File: src/lsuPkg.sv
package lsuPkg;

    // ==================================================================
    // Widths and register map
    // ==================================================================

    localparam int XLEN    = 32;
    localparam int SQN_W   = 7;
    localparam int TAG_W   = 6;
    localparam int RAM_AW  = 8;  // 256 words.
    localparam int WMASK_W = XLEN / 8;
    localparam int FAULT_W = 16;

    localparam logic CFG_CTRL   = 1'b0;
    localparam logic CFG_FAULTS = 1'b1;

    // ==================================================================
    // Types
    // ==================================================================

    typedef enum logic [3:0] {
        NOP,
        LB,
        LH,
        LW,
        LBU,
        LHU,
        SB,
        SH,
        SW
    } lsuOp_t;

    typedef struct packed {
        logic              valid;
        lsuOp_t            opcode;
        logic [XLEN-1:0]   srcA;
        logic [XLEN-1:0]   srcB;
        logic [11:0]       imm;
        logic [SQN_W-1:0]  sqN;
        logic [TAG_W-1:0]  tagDst;
    } exUop_t;

    typedef struct packed {
        logic               valid;
        logic [XLEN-1:0]    addr;
        logic [XLEN-1:0]    data;
        logic [WMASK_W-1:0] wmask;
        logic               isLoad;
        logic [1:0]         size;     // 0 byte, 1 half, 2 word.
        logic [1:0]         shamt;    // Byte lane of the load.
        logic               signExtend;
        logic               exception;
        logic [SQN_W-1:0]   sqN;
        logic [TAG_W-1:0]   tagDst;
    } aguUop_t;

    typedef struct packed {
        logic             taken;
        logic [SQN_W-1:0] sqN;
    } branchProv_t;

    typedef struct packed {
        logic checkNull;
        logic checkAlign;
    } lsuCfg_t;

    typedef struct packed {
        logic             valid;
        logic [TAG_W-1:0] tagDst;
        logic [XLEN-1:0]  data;
        logic             exception;
    } lsuResult_t;

    // True when sequence number a is younger than b, wrap-safe.
    function automatic logic younger(input logic [SQN_W-1:0] a, input logic [SQN_W-1:0] b);
        logic signed [SQN_W-1:0] diff;
        diff = a - b;
        return diff > 0;
    endfunction

endpackage

File: src/lsuConfig.sv
`timescale 1ns/1ns

module lsuConfig (
    input  logic                    clk,
    input  logic                    rst,
    input  logic                    cfgWrite,
    input  logic                    cfgAddr,
    input  logic [lsuPkg::XLEN-1:0] cfgWdata,
    output logic [lsuPkg::XLEN-1:0] cfgRdata,
    input  logic                    faultPulse,
    output lsuPkg::lsuCfg_t         cfg
);
    import lsuPkg::*;

    logic [FAULT_W-1:0] faults;

    // Check-enable register, both checks on out of reset.
    always_ff @(posedge clk) begin
        if (rst) begin
            cfg.checkNull  <= 1'b1;
            cfg.checkAlign <= 1'b1;
        end else if (cfgWrite && (cfgAddr == CFG_CTRL)) begin
            cfg.checkNull  <= cfgWdata[0];
            cfg.checkAlign <= cfgWdata[1];
        end
    end

    // Saturating fault counter, cleared by a write.
    always_ff @(posedge clk) begin
        if (rst) begin
            faults <= '0;
        end else if (cfgWrite && (cfgAddr == CFG_FAULTS)) begin
            faults <= '0;
        end else if (faultPulse && (faults != '1)) begin
            faults <= faults + 1'b1;
        end
    end

    always_comb begin
        if (cfgAddr == CFG_CTRL) begin
            cfgRdata = {{(XLEN-2){1'b0}}, cfg.checkAlign, cfg.checkNull};
        end else begin
            cfgRdata = {{(XLEN-FAULT_W){1'b0}}, faults};
        end
    end

endmodule

File: config.mk
export PLATFORM = sky130hd
export DESIGN_NAME = lsuConfig
export DESIGN_NICKNAME = d
export VERILOG_FILES = /design/src/lsuPkg.sv /design/src/lsuConfig.sv
export SDC_FILE = /design/constraint.sdc
export NUM_CORES = 1
export LEC_CHECK = 0
export BUFFER_PORTS_ARGS = -buffer_cell sky130_fd_sc_hd__clkbuf_2
export CAP_MARGIN = 10
export CORE_MARGIN = 2
export CORE_UTILIZATION = 47
export DETAILED_ROUTE_END_ITERATION = 8
export GPL_TIMING_DRIVEN = 0
export PLACE_DENSITY = 0.85
export SLEW_MARGIN = 0
export SYNTH_ARGS = -nofsm -noshare
export SYNTH_HDL_FRONTEND = slang
export SYNTH_SLANG_ARGS = --single-unit
File: constraint.sdc
create_clock -name clk -period 2.85 [get_ports clk]
set_clock_uncertainty 0.15 [all_clocks]
set_input_delay 0.1425 -clock clk [delete_from_list [all_inputs] [get_ports clk]]
set_output_delay 0.1425 -clock clk [all_outputs]
set_load 0.005 [all_outputs]
## Word level (Yosys, flattened, before mapping)

Index checks and enable logic that the tools add are counted.

- Register bits: 18
- Bits of input ports: 37
- Output and inout port bits: 34
- Logic and storage cells: 11

- Add/subtract/negate cells: 1
- Equality and inequality tests: 1
- Muxes and demuxes: 1
- Bitwise gates (word level): 1
- Reductions and logical operators: 4

Operators with widths:

| cell | count |
|---|---|
| $add 16x1->16 const B | 1 |
| $mux 16 | 1 |
| $ne 16x16->1 const B | 1 |
| $logic_and 1x1->1 | 3 |
| $reduce_or 2->1 | 1 |
| $not 1->1 | 1 |

## Longest topological paths before layout

- Depth after elaboration: 2
- Depth in mapped cells: 6
- Gate-level depth less buffers: 5

## Least setup slack after synthesis

OpenSTA, ideal clock, no wires.

- Path kind: register to register
- From: reg faults[0]
- To: reg faults[14]
- Setup time: 135 ps
- Arrival: 1385 ps
- Required time: 2565 ps
- Setup slack: 1180 ps
- Stages on the path, launching flop included: 6
- Buffers on the path: 0
- Clock period less this slack: 1670 ps
- Cell sequence: dfxtp_1 -> ha_1 -> and4_1 -> nand3_1 -> o311ai_0 -> o41ai_1

- Longest elaborated chain between the ends: 2
- Elaborated cells on any way between the ends: 3
- Classes of those cells: add/sub (1); eq/ne (1); reduce/logical (1)

RTL lines:

| element | RTL line | RTL |
|---|---|---|
| start: declaration | lsuConfig.sv:15 | `logic [FAULT_W-1:0] faults;` |
| start signal: assignment | lsuConfig.sv:35 | `faults <= faults + 1'b1;` |
| parallel branches: the longest is 2 deep, another holds $add 16x1->16 | n/a |  |

Several ways; the timed one is not identified.
A chain may end at the register's enable or synchronous reset.

## Worst setup path after layout

Same ends and word-level chain as after synthesis.

==> results.md <==
- Top FF cell, synth: dfxtp_1
- Final hold vios: 0
- Worst EP arrival: 2150 ps
- Period Utilization, post-route: 0.744
- Max FO, Critical Path: 7
- Top cell type's share of synthesized area: 0.296
- Peak VDD IR: around 0.00028 V
- Post-route insts no fill: 224
- Nets: about 230
- Final non-filler cell area: 1500 um^2
- Dpl cells: roughly 220
- Initial antenna violation count: 0
- CTS tree: done
- Layout cells sized above 1: 0.309
- DR DRC count: 0
- Post-DP HPWL: 2230 um
- Status: finished, final reports clean
- Startpoint Class: register
- Largest net degree at the start of global routing: 11
- Num CTS Buffers: 3
- Post-synthesis async set-or-reset flop share: 0
- Worst Max-Slew Pin Slew: roughly 510 ps
- Placer congestion estimate: between 0.9 and 1
- YS warnings: 0
- Clock slew at reported path FFs: 110 ps
- Required time of the critical path: approximately 2900 ps
- Most used standard cell by instance count after synthesis: dfxtp_1
- Worst min-delay path class: in -> reg
- I/O Pins: 71
- CORE AREA: 2450 um^2
- Largest cells by area after synthesis: dfxtp_1 (30%), buf_4 (10%), and2_1 (6.7%)
- Total Power: 491 uW
- Antenna viol nets, final: 0
- Drt wl/cell: 13.8 um
- Most frequent cells after synthesis: dfxtp_1 (18), buf_4 (17), and2_1 (13)
- # Max-Cap Violations: 0
- DRT Pass-1 Iters: 4
- RSZ-0062 raised after global routing: no
- Initial core utilization: 0.496
- Clk buf depth: 2
- Setup-failing EPs final: 0
- Hold slack: 50.5 ps
- Synth Cell Area: 1220 um^2
- Cells after Synth: 148
- Seq/Total Area, Yosys: 0.296
- Area added between synthesis and finish: 23.4%
- Post CTS Setup Buffer Count: 0
- Area leader, netlist: dfxtp_1
- Worst skew pair latency: 310 ps
- Slew margin rel.: 0.658
- Kind of critical path: reg -> reg
- Avg Cell Area, Syn: between 8 and 9 um^2
- Port bufs: 23
- Row cnt: 18
- Post-synth cell types: 39
- Clk sink count: 18
- First-pass GRT wire length: 4780 um
- Static leakage power: ~0.7 nW
- Die X: between 50 and 60 um
- CTS H-tree lvls: 1
- Power per cell area: 327 nW/um^2
- Cell Area, Placed: 1430 um^2
- Yosys reg bits: 18
- Setup TNS: 0 ps
- Crit path capture type: register
- GRT Residual Overflow: 0
- Vias: between 1000 and 1500
- Initial DRC count: 52
- Fmax: about 0.47 GHz
- Max Slew Vio Count: 0
- Total global routing track utilization: 0.220
- EDFF count, synth: 0
- Ant. Diodes: 0
- Vias in the first global route: 1119
- Die height: 54.9 um
- Vias/cell: 5.51
- Final WL: around 3100 um
- Final worst path period need: around 2100 ps
- Die Area: about 3000 um^2
- Clock Tree Root: clkbuf_4
==> layout make-up <==
class                   instances  area [um^2]
fillers                       225          952
repair buffers                 27          155
plain buffers                  23          156
clock buffers                   4         36.3
multi-input cells             121          753
inverters                       1         3.75
well taps                      30         37.5
flip-flops and latches         18          360
==> worst paths after layout <==
kind | slack (ps) | endpoint | cells past startpoint | from
worst min-delay path | 50 | faults[15] | 4 | rst
worst min register to register | 370 | faults[1] | 2 | faults[1]
worst max-delay path | 730 | faults[14] | 5 | faults[0]
worst max register to register | 730 | faults[14] | 5 | faults[0]
==> layer usage <==
metal / up-vias / track usage / part of all wire
li1: 605 / - / -
met1: 559 / 0.258 / 0.42
met2: 58 / 0.395 / 0.48
met3: 12 / 0.0269 / 0.071
met4: 0 / 0.106 / 0.025
met5: - / 0 / 0
==> stage by stage <==
stage,util,worst slack [ps]
after global placement,0.581,950
after CTS,0.612,828
after detailed placement,0.581,846
after global routing,0.612,658
final,0.612,730
after floorplan,-,1180
==> sequential cells by signal, summed over array words and instances (netlist names) <==
signal	count
cfg	2
faults	16
==> report_power, final <==
| group | internal [mW] | switching (mW) | leakage [nW] |
|---|---|---|---|
| combinational | 0.0347 | 0.0307 | 0.518 |
| clock | 0.0781 | 0.0878 | 0.0210 |
| sequential | 0.255 | 0.00399 | 0.146 |
| total | 0.368 | 0.122 | 0.685 |
==> worst max-delay path, stage by stage (launching register included) <==
cell and delay (ps):
dfxtp_1 420, ha_1 320, and4_1 330, nand3_1 170, o311ai_0 450, o41ai_1 160
==> layout by cell type (no fill, tap or decap), drive strengths merged, types with 3 or more instances in the layout <==
| cell | netlist | layout |
|---|---|---|
| a21oi | 7 | 7 |
| a31oi | 4 | 4 |
| and2 | 14 | 14 |
| and4 | 5 | 5 |
| buf | 20 | 20 |
| clkbuf | 3 | 30 |
| conb | 1 | 16 |
| dfxtp | 18 | 18 |
| dlygate4sd3 | 0 | 4 |
| nand2 | 8 | 8 |
| nand2b | 3 | 3 |
| nand3 | 11 | 11 |
| nand4 | 7 | 7 |
| nor2 | 7 | 7 |
| nor2b | 3 | 3 |
| nor3 | 6 | 6 |
| o21ai | 7 | 7 |
==> kinds of logic (layout without fill, tap and decap cells) <==
| logic type | count (synthesis) | in the layout | share of synthesized area |
|---|---|---|---|
| AND/OR/NAND/NOR | 71 | 71 | 0.362 |
| AO/OA/AOI/OAI | 28 | 28 | 0.155 |
| buffers and inverters | 24 | 55 | 0.132 |
| flip-flops | 18 | 18 | 0.296 |
| multiplexers | 4 | 4 | 0.0349 |
| adder cells (fa/ha/maj) | 1 | 1 | 0.0103 |
| other | 1 | 16 | 0.00308 |
| XOR/XNOR | 1 | 1 | 0.00720 |
==> what timing repair did <==
item | CTS | global route
hold buffers | 4 | 0
endpoints found under the hold margin | 2 | 0
resized for setup | 0 | 0
setup endpoints to repair | 0 | 0
Note: power is estimated with default switching activity, not from simulation.
