[config.mk]
export PLATFORM = sky130hd
export DESIGN_NAME = loadAlign
export DESIGN_NICKNAME = d
export VERILOG_FILES = /design/src/lsuPkg.sv /design/src/loadAlign.sv
export SDC_FILE = /design/constraint.sdc
export NUM_CORES = 1
export LEC_CHECK = 0
export ABC_CLOCK_PERIOD_IN_PS = 4300
export BUFFER_PORTS_ARGS = -buffer_cell sky130_fd_sc_hd__buf_2
export CORE_MARGIN = 4
export CORE_UTILIZATION = 41
export DETAILED_ROUTE_END_ITERATION = 12
export PLACE_DENSITY = 0.86
export REMOVE_ABC_BUFFERS = 1
export SLEW_MARGIN = 10
export SYNTH_ARGS = -nofsm -noshare
export SYNTH_HDL_FRONTEND = slang
export SYNTH_SLANG_ARGS = --single-unit
[constraint.sdc]
create_clock -name clk -period 4.3 [get_ports clk]
set_input_delay 0.215 -clock clk [delete_from_list [all_inputs] [get_ports clk]]
set_output_delay 0.215 -clock clk [all_outputs]
set_load 0.005 [all_outputs]
[src/lsuPkg.sv]
package lsuPkg;

    // ==================================================================
    // Widths and register map
    // ==================================================================

    localparam int XLEN    = 32;
    localparam int SQN_W   = 7;
    localparam int TAG_W   = 6;
    localparam int RAM_AW  = 8;  // 256 words.
    localparam int WMASK_W = XLEN / 8;
    localparam int FAULT_W = 16;

    localparam logic CFG_CTRL   = 1'b0;
    localparam logic CFG_FAULTS = 1'b1;

    // ==================================================================
    // Types
    // ==================================================================

    typedef enum logic [3:0] {
        NOP,
        LB,
        LH,
        LW,
        LBU,
        LHU,
        SB,
        SH,
        SW
    } lsuOp_t;

    typedef struct packed {
        logic              valid;
        lsuOp_t            opcode;
        logic [XLEN-1:0]   srcA;
        logic [XLEN-1:0]   srcB;
        logic [11:0]       imm;
        logic [SQN_W-1:0]  sqN;
        logic [TAG_W-1:0]  tagDst;
    } exUop_t;

    typedef struct packed {
        logic               valid;
        logic [XLEN-1:0]    addr;
        logic [XLEN-1:0]    data;
        logic [WMASK_W-1:0] wmask;
        logic               isLoad;
        logic [1:0]         size;     // 0 byte, 1 half, 2 word.
        logic [1:0]         shamt;    // Byte lane of the load.
        logic               signExtend;
        logic               exception;
        logic [SQN_W-1:0]   sqN;
        logic [TAG_W-1:0]   tagDst;
    } aguUop_t;

    typedef struct packed {
        logic             taken;
        logic [SQN_W-1:0] sqN;
    } branchProv_t;

    typedef struct packed {
        logic checkNull;
        logic checkAlign;
    } lsuCfg_t;

    typedef struct packed {
        logic             valid;
        logic [TAG_W-1:0] tagDst;
        logic [XLEN-1:0]  data;
        logic             exception;
    } lsuResult_t;

    // True when sequence number a is younger than b, wrap-safe.
    function automatic logic younger(input logic [SQN_W-1:0] a, input logic [SQN_W-1:0] b);
        logic signed [SQN_W-1:0] diff;
        diff = a - b;
        return diff > 0;
    endfunction

endpackage

[src/loadAlign.sv]
`timescale 1ns/1ns

module loadAlign (
    input  logic                       clk,
    input  logic                       rst,
    input  logic                       stall,
    input  lsuPkg::aguUop_t            inUop,
    output logic                       ramWe,
    output logic [lsuPkg::WMASK_W-1:0] ramWmask,
    output logic [lsuPkg::RAM_AW-1:0]  ramAddr,
    output logic [lsuPkg::XLEN-1:0]    ramWdata,
    input  logic [lsuPkg::XLEN-1:0]    ramRdata,
    output logic                       faultPulse,
    output logic                       storeDone,
    output lsuPkg::lsuResult_t         result
);
    import lsuPkg::*;

    typedef struct packed {
        logic             valid;
        logic [1:0]       shamt;
        logic [1:0]       size;
        logic             signExtend;
        logic             exception;
        logic [TAG_W-1:0] tagDst;
    } readStage_t;

    logic            accept;
    readStage_t      rd;
    logic [XLEN-1:0] shifted;
    logic [XLEN-1:0] formatted;

    assign accept     = inUop.valid && !stall;
    assign faultPulse = accept && inUop.exception;

    // ==================================================================
    // RAM port
    // ==================================================================

    assign ramWe    = accept && !inUop.isLoad && !inUop.exception;
    assign ramWmask = inUop.wmask;
    assign ramAddr  = inUop.addr[RAM_AW+1:2];  // Upper bits wrap.
    assign ramWdata = inUop.data;

    always_ff @(posedge clk) begin
        if (rst) begin
            storeDone <= 1'b0;
            rd.valid  <= 1'b0;
        end else begin
            storeDone <= ramWe;
            rd.valid  <= accept && inUop.isLoad;
        end
        rd.shamt      <= inUop.shamt;
        rd.size       <= inUop.size;
        rd.signExtend <= inUop.signExtend;
        rd.exception  <= inUop.exception;
        rd.tagDst     <= inUop.tagDst;
    end

    // ==================================================================
    // Result formatting
    // ==================================================================

    assign shifted = ramRdata >> {rd.shamt, 3'b000};

    always_comb begin
        case (rd.size)
            2'd0:    formatted = {{(XLEN-8){rd.signExtend && shifted[7]}}, shifted[7:0]};
            2'd1:    formatted = {{(XLEN-16){rd.signExtend && shifted[15]}}, shifted[15:0]};
            default: formatted = shifted;
        endcase
    end

    always_ff @(posedge clk) begin
        if (rst) begin
            result.valid <= 1'b0;
        end else begin
            result.valid <= rd.valid;
        end
        result.tagDst    <= rd.tagDst;
        result.exception <= rd.exception;
        result.data      <= rd.exception ? '0 : formatted;  // Faults return zero.
    end

endmodule

Yosys cells after proc, flatten, opt, wreduce, memory -nomap -nowiden. Index checks and enable logic that the tools add are counted.

Word-level logic and storage cells: 25. Register bits after elaboration: 54. Output and inout bits: 87. Input port bits: 124.

Eq/ne operators: 1. Shift operators: 1. Muxes and demuxes: 1. Reduce and logical (&&, ||, !) cells: 11.

Operators with widths (number): $pmux 32 s2 (1); $shr 32x5->32 (1); $logic_and 1x1->1 (7); $logic_not 1->1 (3); $eq 2x1->1 const B (1); $logic_not 2->1 (1).

Depth between registers and ports, before layout.
Word-level depth: 4. Mapped depth: 5. Mapped depth without buffers: 3.

Least setup slack after synthesis. OpenSTA, ideal clock, no wires.

Path type: register to register. Start point: register rd[10] (netlist bit). End point: register result[14] (netlist bit). Stages on the path, launching flop included: 4. Library setup time: 132 ps. Buffers on the path: 0. Required time: 4168 ps. Path slack: 2905 ps. Data arrival time: 1263 ps. Cells stage by stage: dfxtp_1 mux4_2 a21boi_2 nor3_1.

Cells in the longest elaborated chain, start to end: 3.

Ends and longest elaborated chain: start: declaration (line loadAlign.sv:29) `readStage_t rd;`; $shr 32x5->32 (*) (line loadAlign.sv:64) `assign shifted = ramRdata >> {rd.shamt, 3'b000};`; $logic_and 1x1->1 (line loadAlign.sv:68) `2'd0: formatted = {{(XLEN-8){rd.signExtend && shifted[7]}}, shifted[7:0]};`; $pmux 32 s2 (*) (line loadAlign.sv:67) `case (rd.size)`; end: declaration (line loadAlign.sv:15) `output lsuPkg::lsuResult_t result`.

Mark *: on every way between the ends. The rest lies on a longest branch, timed or not. A chain may end at the register's enable or synchronous reset.

Worst setup path after layout.
Start point: register rd[11] (netlist bit). End point: register result[10] (netlist bit).

The elaborated chain is that of the path after synthesis.

==> summary.md <==
| Metric | Value |
|---|---|
| Top cell type by total area after synthesis | `dfxtp_1` |
| GRT Util Overall | `26.5%` |
| Total core area | `5570 sq um` |
| Routed vias/inst | `5.28` |
| Period minus WS final | `2.24 ns` |
| H-tree depth | `2` |
| FILL cells | `528` |
| Critical path class | `flop to flop` |
| #FFs+latches synth | `54` |
| Largest cells by area after synthesis | `dfxtp_1 45%, buf_4 15%, mux2_2 7.6%` |
| Setup violations, final | `0` |
| Critical path required time | `4.47 ns` |
| Buffer and inverter count on the worst path | `0` |
| Area Overhead vs Synth | `12.4%` |
| Reg2reg end | `result[10]$_SDFF_PP0_` |
| Class of the worst hold path | `input pin to flop` |
| Wirelength, routed | `9770 um` |
| Die ar. | `7090 sq um` |
| Headroom to the max-slew limit | `23.5%` |
| First-pass DRT Iterations | `5` |
| Final Wtd Congestion | `0.813` |
| R2r startpoint | `rd[11]$_DFF_P_` |
| Status | `finished clean` |
| Crit path to | `result[10]$_SDFF_PP0_` |
| Final-report hold violation count | `0` |
| Initial core utilization | `42.7%` |
| Layout cells sized above 1 | `48.5%` |
| Crit path max-delay cell type | `dfxtp_1` |
| Number of routed nets with antenna violations | `0` |
| Top cell family by delay on the critical path | `flip-flops` |
| Period utilization | `52.0%` |
| Setup TNS | `0 ns` |
| N_diodes | `0` |
| Post-synth top area share | `45.4%` |
| Mapped cell area | `2380 sq um` |
| Most used DFF post-synth | `dfxtp_1` |
| Per-cell routed wire length | `28.6 um` |
| Yosys cell types | `30` |
| Total grt overflow | `0` |
| Tightest Pin Transition | `1.15 ns` |
| First-pass GRT wire length | `13200 um` |
| CTS tree | `yes` |
| RSZ-0062 raised after global routing | `no` |
| Vias | `1806` |
| Fin. max-slew vios | `0` |
| Worst Setup SP | `rd[11]$_DFF_P_` |
| Fmax | `447 MHz` |
| P_leak | `1.23 nW` |
| CTS clk-pin slew, worst paths | `0.11 ns` |
| CP startpoint kind | `flop` |
| Maximum vdd drop | `200 uV` |
| Nets | `393` |
| Max Root-Sink Buffers | `2` |
| Post-CTS sizing | `0` |
| Io pins | `211` |
| Drc violations | `0` |
| Initial antenna violation count | `0` |
| Clk_lat worst skew | `0.31 ns` |
| Post-synthesis sequential area ratio | `45.4%` |
| Clk Tree Root Cell | `clkbuf_8` |
| DR iter-0 viols | `88` |
| CP endpoint kind | `flop` |
| CTS sink count | `54` |
| Synth warn | `0` |
| Async set-or-reset flop fraction in the synthesized netlist | `0%` |
| Row count | `27` |
| Vias in the first global route | `1783` |
| Post-Syn Instances | `219` |
| Die Ht | `84.2 um` |
| Maximum net fanout on the critical path | `23` |
| Largest net degree at the start of global routing | `24` |
| Num CTS Buffers | `5` |
| Final setup skew | `0.00969 ns` |
| Hold Worst Slack | `0.00560 ns` |
| CP max stage delay | `1.10 ns` |
| Hpwl dp | `8230 um` |
| Number of synthesized flops with an enable pin | `0` |
| Worst Path Arrival | `2.41 ns` |
| Pwr/cell area | `372 nW/um^2` |
| Die extent in x | `84.2 um` |
| WP depth | `3` |
| Max cap viols | `0` |
| Worst R2R Path Depth | `3` |
| Port Buffers | `91` |
| R2R Setup Slk | `2.06 ns` |
| Synth Area per Inst | `10.9 sq um` |
| Worst path cell trace | `nor2b_1 > a221oi_1 > nor3_1` |
==> report_power, final <==
| group | total (W) | switching, W | internal, W |
|---|---|---|---|
| Sequential | 0.000548 | 0.0000180 | 0.000530 |
| Combinational | 0.000141 | 0.0000693 | 0.0000720 |
| Clock | 0.000307 | 0.000185 | 0.000122 |
==> sequential cells by signal, indices dropped and copies added (netlist names) <==
name       flops
rd            13
result        40
storeDone      1
==> timing repair <==
action                     in CTS  in global routing
hold buffers                    8                  0
hold endpoints to repair        8                  0
setup buffers                   0                  0
setup endpoints to repair       0                  0
==> final cells by class <==
type / instances / area [sq um] / area share, %
Multi-Input combinational cell: 107 / 867 / 32.4
Sequential cell: 54 / 1080 / 40.4
Clock buffer: 5 / 68.8 / 2.57
Timing Repair Buffer: 99 / 536 / 20.0
Clock inverter: 3 / 28.8 / 1.07
Inverter: 2 / 7.51 / 0.280
Tap cell: 72 / 90.1 / 3.36
==> synthesized netlist by cell type, types with 2 or more instances <==
cell type	n
a211oi_1	7
a221oi_1	8
buf_4	47
buf_6	3
clkbuf_1	3
dfxtp_1	54
inv_1	2
mux2_2	16
mux2i_1	10
nand2_1	16
nor2_1	10
nor2b_1	4
nor3_1	9
o31ai_1	6
o31ai_2	9
==> worst register-to-register path, cell delays in order, from the launching register on <==
cell and delay, ns:
dfxtp_1 1.10, nor2b_1 0.41, a221oi_1 0.49, nor3_1 0.09
==> cells by family (layout without fill, tap and decap cells) <==
| logic type | count (synthesis) | in the layout | synth area share [%] |
|---|---|---|---|
| DFF | 54 | 54 | 45.4 |
| AOI/OAI and AO/OA | 34 | 34 | 14.0 |
| buffers and inverters | 58 | 109 | 18.2 |
| muxes | 27 | 27 | 12.7 |
| and+or+nand+nor | 46 | 46 | 9.72 |
==> routing by layer <==
metal  part of all wire (%)  vias to the layer above  GRT usage [%]
met1                     31                      807           24.6
met2                     42                      165           37.4
met3                     27                        7           32.9
li1                       -                      825              -
met4                   0.58                        2           3.95
met5                   0.42                        -           4.20
==> layout by cell type (no fill, tap or decap), types with 5 or more instances in the layout <==
master / instances
o31ai_1: 6
a221oi_1: 8
mux2i_1: 10
dlygate4sd3_1: 8
mux2_2: 16
nor3_1: 9
nand2_1: 16
a211oi_1: 7
dfxtp_1: 54
buf_2: 91
nor2_1: 10
clkbuf_8: 5
o31ai_2: 9
==> per-stage QoR <==
stage / total power [W] / cell area [sq um] / util (%) / cells / worst slack [ns]
floorplan: 0.000623 / 1960 / - / 163 / 2.57
global placement: 0.000689 / 2500 / 44.9 / 326 / 2.24
detailed placement: 0.000694 / 2500 / 44.9 / 326 / 2.16
CTS: 0.000998 / 2680 / 48.1 / 342 / 2.13
global route: 0.00103 / 2680 / 48.1 / 342 / 1.98
finish: 0.000996 / 2680 / 48.1 / 342 / 2.06
==> how the worst min path moves through the flow <==
| stage | from | to | slack, ns | cells past startpoint |
|---|---|---|---|---|
| floorplan | inUop[0] | rd[0]$_DFF_P_ | 0.24 | 0 |
| global placement | rd[3]$_DFF_P_ | result[36]$_DFF_P_ | 0.31 | 0 |
| detailed placement | rd[2]$_DFF_P_ | result[35]$_DFF_P_ | 0.31 | 0 |
| CTS | inUop[16] | rd[11]$_DFF_P_ | 0.003 | 1 |
| global route | inUop[16] | rd[11]$_DFF_P_ | 0.003 | 1 |
| finish | inUop[16] | rd[11]$_DFF_P_ | 0.006 | 1 |
Note: power is estimated with default switching activity, not from simulation.
